File: src/tracerPkg.sv
`default_nettype none

package tracerPkg;

  // Signed Q12.12 fixed point is used for every vector and distance
  localparam int FRAC_BITS = 12;
  localparam int INT_BITS = 12;
  localparam int FIX_W = INT_BITS + FRAC_BITS;

  typedef logic signed [FIX_W-1:0] fixT;
  // Same layout without a sign, for track distances that are allowed to wrap
  typedef logic [FIX_W-1:0] ufixT;
  // Full product of two fixT operands
  typedef logic signed [2*FIX_W-1:0] fix2T;

  // Handy fixed-point constants
  localparam fixT FIX_ONE = fixT'(1 << FRAC_BITS);
  localparam fixT FIX_MAX = {1'b0, {(FIX_W-1){1'b1}}};

  // The reciprocal produces one extra quotient bit so that overflow can be seen
  localparam int RCP_QUOT_W = FIX_W + 1;
  localparam int RCP_CNT_W = $clog2(RCP_QUOT_W);

  // 16 by 16 map
  localparam int MAP_COL_BITS = 4;
  localparam int MAP_ROW_BITS = 4;

  typedef struct packed {
    logic [MAP_COL_BITS-1:0] col;
    logic [MAP_ROW_BITS-1:0] row;
  } mapCellT;

  // Player position, facing vector and camera plane, all in map units
  typedef struct packed {
    fixT playerX;
    fixT playerY;
    fixT facingX;
    fixT facingY;
    fixT vplaneX;
    fixT vplaneY;
  } viewT;

  // Ray direction with flags that say which way the grid walk steps
  typedef struct packed {
    fixT dirX;
    fixT dirY;
    logic posX;
    logic posY;
  } rayT;

  // Wall half-size is UQ3.8
  localparam int SIZE_INT = 3;
  localparam int SIZE_FRAC = 8;

  // Side is 0 for an X gridline hit and 1 for a Y gridline hit
  typedef struct packed {
    logic side;
    logic [SIZE_INT+SIZE_FRAC-1:0] size;
  } traceResultT;

  // The sweep starts this many camera-plane steps before the centre ray
  localparam int SWEEP_START_MUL = 272;
  // The deflection accumulates whole vplane steps, so it is scaled back down
  localparam int ADDEND_SHIFT = 8;

  // Wall distance is cut to UQ7.9 before it goes into the size reciprocal
  localparam int VDIST_INT = 7;
  localparam int VDIST_FRAC = 9;

endpackage

`default_nettype wire

File: src/raySweep.sv
`default_nettype none
`timescale 1ns/100ps

module raySweep import tracerPkg::*; (
  input  wire       clk,
  input  wire       do_reset,
  input  wire viewT i_view,
  input  wire       i_restart,
  input  wire       i_advance,
  output rayT       o_ray
);

  // Deflection from the facing vector, kept at full step resolution
  fixT addendX;
  fixT addendY;
  fixT dirX;
  fixT dirY;

  always_ff @(posedge clk) begin
    if (do_reset) begin
      addendX <= '0;
      addendY <= '0;
    end else if (i_restart) begin
      // Top of the frame sits SWEEP_START_MUL plane steps before the centre
      addendX <= fixT'(-(i_view.vplaneX * SWEEP_START_MUL));
      addendY <= fixT'(-(i_view.vplaneY * SWEEP_START_MUL));
    end else if (i_advance) begin
      // One full camera-plane step per row
      addendX <= addendX + i_view.vplaneX;
      addendY <= addendY + i_view.vplaneY;
    end
  end

  // Ray is the centre direction plus the scaled deflection
  assign dirX = i_view.facingX + (addendX >>> ADDEND_SHIFT);
  assign dirY = i_view.facingY + (addendY >>> ADDEND_SHIFT);

  assign o_ray.dirX = dirX;
  assign o_ray.dirY = dirY;
  // A zero component counts as negative, so the walk steps down on that axis
  assign o_ray.posX = dirX > 0;
  assign o_ray.posY = dirY > 0;

endmodule

`default_nettype wire

File: src/reciprocal.sv
`default_nettype none
`timescale 1ns/100ps

module reciprocal import tracerPkg::*; (
  input  wire       clk,
  input  wire       do_reset,
  input  wire       i_start,
  input  wire fixT  i_data,
  output logic      o_done,
  output fixT       o_data,
  output logic      o_sat
);

  // Dividend is 1.0 scaled by 2^FRAC_BITS twice, so the quotient lands in Q12.12
  localparam logic [RCP_QUOT_W-1:0] ONE_SQ = RCP_QUOT_W'(1) << (2 * FRAC_BITS);

  ufixT                  absIn;
  ufixT                  divisor;
  logic [RCP_QUOT_W-1:0] rem;
  logic [RCP_QUOT_W-1:0] quot;
  logic [RCP_QUOT_W-1:0] quotNext;
  logic [RCP_QUOT_W:0]   loadStep;
  logic [RCP_QUOT_W:0]   runStep;
  logic [RCP_CNT_W-1:0]  stepsLeft;
  logic                  busy;
  logic                  overflow;

  // One restoring step returns the new remainder above the quotient bit
  function automatic logic [RCP_QUOT_W:0] divStep(input logic [RCP_QUOT_W-1:0] remIn,
                                                  input ufixT                  dvsr,
                                                  input logic                  dvdBit);
    logic [RCP_QUOT_W-1:0] trial;
    trial = {remIn[RCP_QUOT_W-2:0], dvdBit};
    if (trial >= {1'b0, dvsr}) begin
      divStep = {trial - {1'b0, dvsr}, 1'b1};
    end else begin
      divStep = {trial, 1'b0};
    end
  endfunction

  // The sign is dropped, callers only need the magnitude of the step
  assign absIn = i_data[FIX_W-1] ? ufixT'(-i_data) : ufixT'(i_data);

  // Top dividend bit is consumed in the load cycle itself
  assign loadStep = divStep('0, absIn, ONE_SQ[RCP_QUOT_W-1]);
  // Every dividend bit below the top one is zero
  assign runStep = divStep(rem, divisor, 1'b0);
  assign quotNext = {quot[RCP_QUOT_W-2:0], runStep[0]};

  // Quotient of 2^23 or more does not fit, this also catches a zero input
  assign overflow = |quotNext[RCP_QUOT_W-1:FIX_W-1];

  always_ff @(posedge clk) begin
    if (do_reset) begin
      busy <= 1'b0;
      stepsLeft <= '0;
      o_done <= 1'b0;
      o_sat <= 1'b0;
    end else begin
      o_done <= 1'b0;
      if (busy) begin
        stepsLeft <= stepsLeft - 1'b1;
        // Last quotient bit goes in now and the result is shown next cycle
        if (stepsLeft == RCP_CNT_W'(1)) begin
          busy <= 1'b0;
          o_done <= 1'b1;
          o_sat <= overflow;
        end
      end else if (i_start) begin
        busy <= 1'b1;
        stepsLeft <= RCP_CNT_W'(FIX_W);
      end
    end
  end

  always_ff @(posedge clk) begin
    if (busy) begin
      rem <= runStep[RCP_QUOT_W:1];
      quot <= quotNext;
      if (stepsLeft == RCP_CNT_W'(1)) begin
        o_data <= overflow ? FIX_MAX : fixT'(quotNext[FIX_W-1:0]);
      end
    end else if (i_start) begin
      divisor <= absIn;
      rem <= loadStep[RCP_QUOT_W:1];
      quot <= {{(RCP_QUOT_W-1){1'b0}}, loadStep[0]};
    end
  end

endmodule

`default_nettype wire

File: src/gridWalker.sv
`default_nettype none
`timescale 1ns/100ps

module gridWalker import tracerPkg::*; (
  input  wire          clk,
  input  wire          do_reset,
  input  wire          i_start,
  input  wire viewT    i_view,
  input  wire rayT     i_ray,
  input  wire fixT     i_stepX,
  input  wire fixT     i_stepY,
  input  wire          i_mapVal,
  output mapCellT      o_mapCell,
  output logic         o_hit,
  output logic         o_side,
  output ufixT         o_vdist
);

  // Idle also holds the hit cell and distance after a walk
  typedef enum logic [1:0] {
    Idle,
    SeedX,
    SeedY,
    Walk
  } phaseT;

  phaseT                phase;
  logic [FRAC_BITS-1:0] fracX;
  logic [FRAC_BITS-1:0] fracY;
  fixT                  partialX;
  fixT                  partialY;
  fixT                  mulA;
  fixT                  mulB;
  fix2T                 product;
  ufixT                 seed;
  ufixT                 trackX;
  ufixT                 trackY;
  logic                 stepAlongX;

  // Where the player sits inside its own cell
  assign fracX = i_view.playerX[FRAC_BITS-1:0];
  assign fracY = i_view.playerY[FRAC_BITS-1:0];

  // Distance to the first gridline, measured in the direction of travel
  assign partialX = i_ray.posX ? FIX_ONE - fixT'(fracX) : fixT'(fracX);
  assign partialY = i_ray.posY ? FIX_ONE - fixT'(fracY) : fixT'(fracY);

  // One multiplier seeds X in the first cycle and Y in the second
  assign mulA = (phase == SeedY) ? i_stepY : i_stepX;
  assign mulB = (phase == SeedY) ? partialY : partialX;
  assign product = mulA * mulB;
  // Middle of the product is back in Q12.12
  assign seed = ufixT'(product[FRAC_BITS +: FIX_W]);

  // Unsigned compare, so a wrapped track never looks nearer. Ties go to Y
  assign stepAlongX = trackX < trackY;

  // The cell under test is a wall, so the walk stops here
  assign o_hit = (phase == Walk) && i_mapVal;

  always_ff @(posedge clk) begin
    if (do_reset) begin
      phase <= Idle;
      o_mapCell <= '0;
      o_side <= 1'b0;
    end else if (i_start) begin
      phase <= SeedX;
      // Walk begins in the cell the player stands in
      o_mapCell.col <= i_view.playerX[FRAC_BITS +: MAP_COL_BITS];
      o_mapCell.row <= i_view.playerY[FRAC_BITS +: MAP_ROW_BITS];
    end else begin
      case (phase)
        SeedX: phase <= SeedY;
        SeedY: phase <= Walk;
        Walk: begin
          if (i_mapVal) begin
            phase <= Idle;
          end else if (stepAlongX) begin
            o_mapCell.col <= i_ray.posX ? o_mapCell.col + 1'b1 : o_mapCell.col - 1'b1;
            o_side <= 1'b0;
          end else begin
            o_mapCell.row <= i_ray.posY ? o_mapCell.row + 1'b1 : o_mapCell.row - 1'b1;
            o_side <= 1'b1;
          end
        end
        default: phase <= Idle;
      endcase
    end
  end

  always_ff @(posedge clk) begin
    case (phase)
      SeedX: trackX <= seed;
      SeedY: trackY <= seed;
      Walk: begin
        // Track distance before the step is the perpendicular wall distance
        if (!i_mapVal) begin
          if (stepAlongX) begin
            trackX <= trackX + ufixT'(i_stepX);
            o_vdist <= trackX;
          end else begin
            trackY <= trackY + ufixT'(i_stepY);
            o_vdist <= trackY;
          end
        end
      end
      default: begin
      end
    endcase
  end

endmodule

`default_nettype wire

File: src/traceSequencer.sv
`default_nettype none
`timescale 1ns/100ps

module traceSequencer import tracerPkg::*; (
  input  wire         clk,
  input  wire         do_reset,
  input  wire         i_vsync,
  input  wire         i_hmax,
  input  wire rayT    i_ray,
  input  wire ufixT   i_vdist,
  input  wire         i_hitSide,
  input  wire         i_hit,
  output logic        o_rcpStart,
  output fixT         o_rcpData,
  input  wire         i_rcpDone,
  input  wire fixT    i_rcpData,
  output logic        o_restart,
  output logic        o_advance,
  output logic        o_walkStart,
  output fixT         o_stepX,
  output fixT         o_stepY,
  output traceResultT o_result
);

  localparam int VDIST_W = VDIST_INT + VDIST_FRAC;

  typedef enum logic [2:0] {
    StepX,
    StepY,
    Walk,
    Size,
    Done
  } stateT;

  stateT              state;
  logic               rcpBusy;
  logic               issued;
  logic               needRcp;
  logic               rcpAccept;
  logic [VDIST_W-1:0] vdistTrunc;

  // UQ7.9 slice of the wall distance
  assign vdistTrunc = i_vdist[FRAC_BITS+VDIST_INT-1 -: VDIST_W];

  // Three states each need one reciprocal result
  assign needRcp = (state == StepX) || (state == StepY) || (state == Size);

  // A divide left over from before a vsync must drain before a new one starts
  assign o_rcpStart = needRcp && !issued && !rcpBusy && !i_vsync;

  // Only a result that this state asked for moves it on
  assign rcpAccept = issued && i_rcpDone;

  always_comb begin
    case (state)
      StepX: o_rcpData = i_ray.dirX;
      StepY: o_rcpData = i_ray.dirY;
      default: o_rcpData = fixT'({vdistTrunc, {(FRAC_BITS-VDIST_FRAC){1'b0}}});
    endcase
  end

  // Sweep stays parked at the top row for as long as vsync is high
  assign o_restart = i_vsync;
  // Next ray is needed right after the result is handed over
  assign o_advance = (state == Done) && i_hmax && !i_vsync;

  always_ff @(posedge clk) begin
    if (do_reset) begin
      state <= StepX;
      rcpBusy <= 1'b0;
      issued <= 1'b0;
      o_walkStart <= 1'b0;
      o_result <= '0;
    end else begin
      o_walkStart <= 1'b0;

      // Mirror of the divider busy flag, kept through vsync
      if (o_rcpStart) begin
        rcpBusy <= 1'b1;
      end else if (i_rcpDone) begin
        rcpBusy <= 1'b0;
      end

      if (i_vsync) begin
        state <= StepX;
        issued <= 1'b0;
      end else begin
        if (o_rcpStart) begin
          issued <= 1'b1;
        end
        case (state)
          StepX: begin
            if (rcpAccept) begin
              issued <= 1'b0;
              state <= StepY;
            end
          end
          StepY: begin
            // Both step distances are latched, so the walk can begin
            if (rcpAccept) begin
              issued <= 1'b0;
              o_walkStart <= 1'b1;
              state <= Walk;
            end
          end
          Walk: begin
            if (i_hit) begin
              state <= Size;
            end
          end
          Size: begin
            if (rcpAccept) begin
              issued <= 1'b0;
              state <= Done;
            end
          end
          default: begin
            // Size reciprocal holds its value until the next start
            if (i_hmax) begin
              o_result.side <= i_hitSide;
              o_result.size <= i_rcpData[FRAC_BITS+SIZE_INT-1 -: SIZE_INT+SIZE_FRAC];
              state <= StepX;
            end
          end
        endcase
      end
    end
  end

  always_ff @(posedge clk) begin
    if (rcpAccept && (state == StepX)) begin
      o_stepX <= i_rcpData;
    end
    if (rcpAccept && (state == StepY)) begin
      o_stepY <= i_rcpData;
    end
  end

endmodule

`default_nettype wire

File: src/wallTracer.sv
`default_nettype none
`timescale 1ns/100ps

module wallTracer import tracerPkg::*; (
  input  wire         clk,
  input  wire         do_reset,
  input  wire         i_vsync,
  input  wire         i_hmax,
  input  wire viewT   i_view,
  output mapCellT     o_mapCell,
  input  wire         i_mapVal,
  output traceResultT o_result
);

  rayT  ray;
  logic restart;
  logic advance;
  logic rcpStart;
  logic rcpDone;
  fixT  rcpIn;
  fixT  rcpOut;
  logic walkStart;
  fixT  stepX;
  fixT  stepY;
  ufixT vdist;
  logic hitSide;
  logic hit;

  // Current row's ray, straight from the deflection accumulator
  raySweep sweep (
    .clk       (clk),
    .do_reset  (do_reset),
    .i_view    (i_view),
    .i_restart (restart),
    .i_advance (advance),
    .o_ray     (ray)
  );

  // One divider serves both step distances and the wall size
  reciprocal rcp (
    .clk      (clk),
    .do_reset (do_reset),
    .i_start  (rcpStart),
    .i_data   (rcpIn),
    .o_done   (rcpDone),
    .o_data   (rcpOut),
    .o_sat    ()
  );

  gridWalker walker (
    .clk       (clk),
    .do_reset  (do_reset),
    .i_start   (walkStart),
    .i_view    (i_view),
    .i_ray     (ray),
    .i_stepX   (stepX),
    .i_stepY   (stepY),
    .i_mapVal  (i_mapVal),
    .o_mapCell (o_mapCell),
    .o_hit     (hit),
    .o_side    (hitSide),
    .o_vdist   (vdist)
  );

  traceSequencer seq (
    .clk         (clk),
    .do_reset    (do_reset),
    .i_vsync     (i_vsync),
    .i_hmax      (i_hmax),
    .i_ray       (ray),
    .i_vdist     (vdist),
    .i_hitSide   (hitSide),
    .i_hit       (hit),
    .o_rcpStart  (rcpStart),
    .o_rcpData   (rcpIn),
    .i_rcpDone   (rcpDone),
    .i_rcpData   (rcpOut),
    .o_restart   (restart),
    .o_advance   (advance),
    .o_walkStart (walkStart),
    .o_stepX     (stepX),
    .o_stepY     (stepY),
    .o_result    (o_result)
  );

endmodule

`default_nettype wire

File: config.mk
export PLATFORM = sky130hd
export DESIGN_NAME = wallTracer
export DESIGN_NICKNAME = d
export VERILOG_FILES = /design/src/tracerPkg.sv /design/src/raySweep.sv /design/src/reciprocal.sv /design/src/gridWalker.sv /design/src/traceSequencer.sv /design/src/wallTracer.sv
export SDC_FILE = /design/constraint.sdc
export NUM_CORES = 2
export LEC_CHECK = 0
export ABC_AREA = 1
export BUFFER_PORTS_ARGS = -buffer_cell sky130_fd_sc_hd__buf_2
export CELL_PAD_IN_SITES_DETAIL_PLACEMENT = 0
export CELL_PAD_IN_SITES_GLOBAL_PLACEMENT = 2
export CORE_MARGIN = 2
export CORE_UTILIZATION = 28
export CTS_BUF_LIST = sky130_fd_sc_hd__clkbuf_4
export DETAILED_ROUTE_END_ITERATION = 8
export PLACE_DENSITY = 0.78
export SETUP_SLACK_MARGIN = 0.5
export SYNTH_ARGS = -nofsm -noshare
export SYNTH_HDL_FRONTEND = slang
export SYNTH_SLANG_ARGS = --single-unit
File: constraint.sdc
create_clock -name clk -period 8.7 [get_ports clk]
set_input_delay 0.87 -clock clk [delete_from_list [all_inputs] [get_ports clk]]
set_output_delay 0.87 -clock clk [all_outputs]
set_load 0.03 [all_outputs]
* Word level (Yosys, flattened, before mapping)
Cells that the tools add are included.
** Word-level totals
- Register bits :: 295
- Output and inout bits :: 20
- Word-level logic and storage cells :: 168
** Cells by class
- Add/subtract/negate cells :: 18
- Multiply operators :: 3
- Order comparisons :: 5
- Equal/unequal tests :: 19
- Mux-type cells :: 52
- Bitwise operators :: 6
- Reduce and logical (&&, ||, !) cells :: 40
** Operator list (count)
- $mux W24 :: 17
- $pmux W24 S2 :: 3
- $add A24 B24 Y24 :: 4
- $neg A24 Y24 :: 3
- $mux W25 :: 2
- $add A24 B16 Y24 :: 2
- $gt A24 B1 Y1 const B :: 2
- $mul A24 B6 Y20 const B :: 2
- $mul A24 B24 Y36 :: 1
- $sub A13 B12 Y14 const A :: 2
- $ge A25 B24 Y1 :: 1
- $ge A1 B24 Y1 const A :: 1
- $lt A24 B24 Y1 :: 1
- $mux W8 :: 3
- $sub A1 B24 Y24 const A :: 1
- $sub A24 B24 Y24 :: 1
- $mux W19 :: 1
- $reduce_and A3 Y1 :: 6
- $mux W4 :: 4
- $mux W3 :: 5
- $reduce_bool A2 Y1 :: 7
- $mux W1 :: 12
- $ne A2 B1 Y1 const B :: 6
- $pmux W3 S4 :: 1
- other kinds (25) :: 55

* Logic depth before layout (Yosys ltp)
- Depth after elaboration :: 9
- Gate-level depth with buffers :: 51

* Modules after synthesis
From an unflattened synthesis, not the netlist that was laid out.
** Unflattened totals
- Cell total of the unflattened synthesis :: 5533
- Area, all modules :: 39382.8 µm²
** By module, submodules not included
- gridWalker :: instances 1, cells an instance 2555, area an instance 19113.3 µm², seq. area each 2382.3 µm²
- raySweep :: instances 1, cells an instance 1942, area an instance 11125.7 µm², seq. area each 960.9 µm²
- reciprocal :: instances 1, cells an instance 785, area an instance 6449.9 µm², seq. area each 3042.9 µm²
- traceSequencer :: instances 1, cells an instance 251, area an instance 2693.8 µm², seq. area each 1801.7 µm²

* Least setup slack after synthesis
Ideal clock, no wire load.
- Path kind :: input-to-reg
- Start point :: input i_view[48] in the netlist's numbering
- End point :: register walker.trackX[23], data pin
- Arrival time :: 8.883 ns
- Data required time :: 8.445 ns
- Slack :: -0.438 ns
- Stages on the path :: 41
- Buffers on the path :: 2
- Path through :: ha_1 fa_1 nand3_1 nand3_1 nand2_1 nand2_1 nand2_1 nand3b_1 nand2_1 nand2_1 nor2_1 nand2_1 nor2_1 nand2_1 nand2_1 clkbuf_1 nor3_1 nand3b_1 (+5 left out) inv_1 fa_1 fa_1 fa_1 inv_1 fa_1 inv_1 fa_1 inv_1 ha_1 a21oi_1 o21ai_0 inv_1 nor2_1 a2111oi_0 nand3_1 nand3_1 nand2_1
** Between the ends
- Cells in the longest elaborated chain, start to end :: 6
** Ends and longest elaborated chain
- start: declaration :: RTL line wallTracer.sv:9 : input wire viewT i_view,
- $add A24 B16 Y24 :: RTL line raySweep.sv:36 : assign dirY = i_view.facingY + (addendY >>> ADDEND_SHIFT);
- $gt A24 B1 Y1 :: RTL line raySweep.sv:42 : assign o_ray.posY = dirY > 0;
- $mux W24 :: RTL line gridWalker.sv:46 : assign partialY = i_ray.posY ? FIX_ONE - fixT'(fracY) : fixT'(fracY);
- $mux W24 :: RTL line gridWalker.sv:50 : assign mulB = (phase == SeedY) ? partialY : partialX;
- $mul A24 B24 Y36 :: RTL line gridWalker.sv:51 : assign product = mulA * mulB;
- $pmux W24 S2 :: RTL line gridWalker.sv:92 : case (phase)
- end signal: assignment :: RTL line gridWalker.sv:99 : trackX <= trackX + ufixT'(i_stepX);
- end: declaration :: RTL line gridWalker.sv:36 : ufixT trackX;
No other way between the ends.
A chain may end at the register's enable or synchronous reset.

* Final worst setup path
- Start point :: register sweep.addendY[23]
- End point :: register rcp.rem[15], data pin
** Between the ends
- Cells in the longest elaborated chain, start to end :: 8
- Elaborated cells on any way between the ends :: 9
** Ends and longest elaborated chain
- start: declaration :: RTL line raySweep.sv:15 : fixT addendY;
- start signal: assignment :: RTL line raySweep.sv:26 : addendY <= fixT'(-(i_view.vplaneY * SWEEP_START_MUL));
- start signal: assignment :: RTL line raySweep.sv:30 : addendY <= addendY + i_view.vplaneY;
- $add A24 B16 Y24 (*) :: RTL line raySweep.sv:36
- $pmux W24 S2 (*) :: RTL line traceSequencer.sv:55 : case (state)
- $neg A24 Y24 :: RTL line reciprocal.sv:42 : assign absIn = i_data[FIX_W-1] ? ufixT'(-i_data) : ufixT'(i_data);
- $mux W24 (*) :: RTL line reciprocal.sv:42
- $sub A1 B24 Y24 or $ge A1 B24 Y1 (tied branches) :: RTL line reciprocal.sv:35, reciprocal.sv:34
- $mux W25 (*) :: RTL line reciprocal.sv:34 : if (trial >= {1'b0, dvsr}) begin
- $mux W24 (*) :: RTL line reciprocal.sv:83 : end else if (i_start) begin
- $mux W24 (*) :: RTL line reciprocal.sv:77 : if (busy) begin
- end signal: assignment :: RTL line reciprocal.sv:78 : rem <= runStep[RCP_QUOT_W:1];
- end signal: assignment :: RTL line reciprocal.sv:85 : rem <= loadStep[RCP_QUOT_W:1];
- end: declaration :: RTL line reciprocal.sv:19 : logic [RCP_QUOT_W-1:0] rem;
Every way passes the cells marked *; elsewhere a longest branch is shown, timed or not. The select of a mux whose other input is x is not followed.

==> impl_metrics.tcl <==
set metrics [dict create \
    run_status "complete, no violations" \
    layout-drive-gt1-share_pct 26.7 \
    mappedNetlistNets 5789 \
    routabilityCongestion 0.873 \
    cp_common_cell "buf_4" \
    critPathSlowestCell "dfxtp_4" \
    pre_cts_ws_ns -1.12 \
    final_common_cell "nand2_1" \
    top_level_ports 169 \
    synth.area.top_cells "edfxtp_1, fa_1, ha_1" \
    timing_hold_violations_final 0 \
    antenna_violations_before_repair 12 \
    placeableCoreArea_um2 129000 \
    routedWlPerCell_um 16.4 \
    placementRows 132 \
    cts.sinks 292 \
    detailroute.via_count 34233 \
    drc 0 \
    yosys.area.top_type "edfxtp_1" \
    die_x_um 364 \
    max_cap_violations 0 \
    instance_count_along_the_most_critical_hold_path 3 \
    layout_min_cycle_time_ns 8.61 \
    postLayoutSetupSlackWorst_ns 0.0944 \
    r2r-end "rcp.rem[15]" \
    synth_cells 4940 \
    synthesis.yosys.warnings 0 \
    grt_max_degree 62 \
    drt.antenna.violating_nets 0 \
    top_library_cells_by_usage_in_the_layout_fill_and_taps_aside "nand2_1, inv_1, buf_4" \
    number_of_clock_buffers_inserted_by_tritoncts 87 \
    timing.rr.start "sweep.addendY[23]" \
    worstSetupStartpointType "register" \
    min-delay-start "i_view[133]" \
    die_area_um2 133000 \
    synthToLayoutAreaGrowth_pct 32.0 \
    synth_top_cell_area_share_pct 17.2 \
    cts_htree_levels 3 \
    grt_pass1_wl_mm 191 \
    hold_path.class "primary input to register" \
    timing.hold.worst_endpoint "walker.o_mapCell[5]" \
    gr_layer_usage_met2_pct 29.8 \
    clock_tree_root "clkbuf_4" \
    worst_clock_skew_ns 0.115 \
    via_per_inst 4.59 \
    timing.fmax_mhz 116 \
    ff2ff_path_depth 64 \
    critical_path_class "register to register" \
    worst_margin_slew_ns 1.22 \
    grt_setup_unrepaired "true" \
    postCtsHoldBufs 0 \
    insertion_delay_ns 0.99 \
    detailedRoute.firstPassIterationCount 6 \
    port_buffer_cells 152 \
    clock_tree.buffer_depth 3 \
    hpwlAfterDp_mm 98.8 \
    tritoncts_clock_tree "done" \
    syn_avg_cell_area_um2 7.36 \
    clkTransAtPathRegs_ns 0.07 \
    synth_sequential_area_ratio_pct 21.8 \
    area_occupied_by_multi_input_gates_um2 27500 \
    track_usage_pct 18.3 \
    busiest_layer "met2" \
    synth-seq-cells 292 \
    cpPeakStageDelay_ns 0.48 \
    synthDistinctLibCells 54 \
    overflow 0 \
    area.sequential_um2 7950 \
    floorplan.die.height_um 364 \
    met1_routing_resource_usage_after_global_routing_pct 25.2 \
    cp.required_ns 9.33 \
    global_route.usage.met3_pct 2.60 \
    initial_core_util_pct 28.2 \
    critical_path.max_fanout 8 \
    synthesis.area_um2 36400 \
    timing.critical_path.to_type "register" \
    final_nets 6485 \
    report.final.setup_viol 0 \
    totalWireLength_mm 122 \
    ff2ff_setup_slack_ns 0.09 \
    fillers 13703 \
    timing.max_slew.rel_slack_pct 17.9 \
    holdWs_ns 0.197 \
    arrival_ns 9.23 \
    grt_pass1_vias 34365 \
    drv_slew 0 \
    detailedRoute.firstIterationViolations 1882 \
    fin_crit_sh_pct 98.9 \
]
final cells by class:
type	instances	area share [%]
multi-input cells	3551	57.3
flip-flops and latches	292	16.6
repair buffers	694	11.1
inverters	1010	8.03
well taps	1742	4.54
clock buffers	126	1.97
clock inverters	31	0.446
diodes	5	0.0261
synthesized netlist by cell type, drive strengths merged:
library cell  count
a2111oi           2
a211oi            3
a21boi            6
a21o             11
a21oi           373
a221oi            1
a22o              1
a31o              1
a31oi            39
and2              5
and3              3
buf              19
clkbuf           70
clkinv           26
conb              1
dfxtp            84
edfxtp          208
fa              285
ha              415
inv             984
nand2          1038
nand3           187
nand3b           15
nand4            46
nor2            516
nor3             45
nor4             12
nor4b             1
o211a             2
o211ai           23
o21a              7
o21ai           312
o21bai            9
o221a             1
o221ai           15
o22ai             8
o311ai            1
o31ai             6
or2              21
xnor2            67
xor2             71
worst max-delay path by stage:
stage	startpoint	to	slack (ns)
2_1_floorplan	i_view[48]	walker.trackX[19]	0.50
3_3_place_gp	i_view[63]	walker.trackX[16]	-1.16
3_5_place_dp	i_view[72]	walker.trackX[16]	-1.12
4_1_cts	sweep.addendX[8]	walker.trackY[19]	0.18
5_1_grt	sweep.addendY[23]	rcp.rem[15]	-0.17
6_report	sweep.addendY[23]	rcp.rem[15]	0.09
state kept, by name (all words and copies together), names as in the netlist, 5 cells and up:
register / count
sweep.addendY: 24
seq.o_stepX: 24
walker.trackY: 24
walker.o_mapCell: 8
rcp.stepsLeft: 5
rcp.divisor: 24
walker.trackX: 24
rcp.o_data: 24
sweep.addendX: 24
walker.o_vdist: 16
rcp.rem: 24
rcp.quot: 24
seq.o_result: 12
seq.o_stepY: 24
metrics by stage:
stage	utilization (%)	cell area [um^2]	cells	TNS, ns
after floorplan	-	37100	4940	0
after global placement	33.2	42800	7150	-37.95
after detailed placement	33.2	42800	7150	-37.62
after CTS	35.2	45500	7383	0
after global routing	37.2	48000	7451	-3.82
final	37.2	48000	7451	0
repair_timing:
action	4_1_cts	5_1_grt
endpoints found under the hold margin	0	0
buffers inserted	75	57
resized for setup	208	515
cloned	1	6
endpoints found under the setup margin	48	73
pin swaps	68	239
cells by family after synthesis:
family | Yosys count | share of synthesized area, %
other cells | 1 | 0.0103
buf+inv | 1099 | 11.4
xor+xnor | 138 | 3.36
compound gates | 821 | 12.2
fa+ha+maj | 700 | 30.0
simple gates | 1889 | 21.3
flops | 292 | 21.8
routing by layer:
layer / wire [um] / share of wire, % / vias to the layer above
li1: - / - / 17260
met2: 55600 / 45 / 634
met3: 5030 / 4.1 / 161
met1: 58600 / 48 / 16174
met4: 3150 / 2.6 / 4
met5: 27 / 0.022 / -
critical path, delay by kind of cell, from the launching register on:
| family | cells | cell delay [ns] |
|---|---|---|
| buffers and inverters | 47 | 5.73 |
| AND/OR/NAND/NOR | 12 | 1.23 |
| AO/OA/AOI/OAI | 4 | 0.58 |
| flip-flops | 1 | 0.48 |
| adder cells (fa/ha/maj) | 1 | 0.22 |
Power is not shown: default switching activity piles up to over one toggle a cycle in this logic, so the estimate is an artifact.
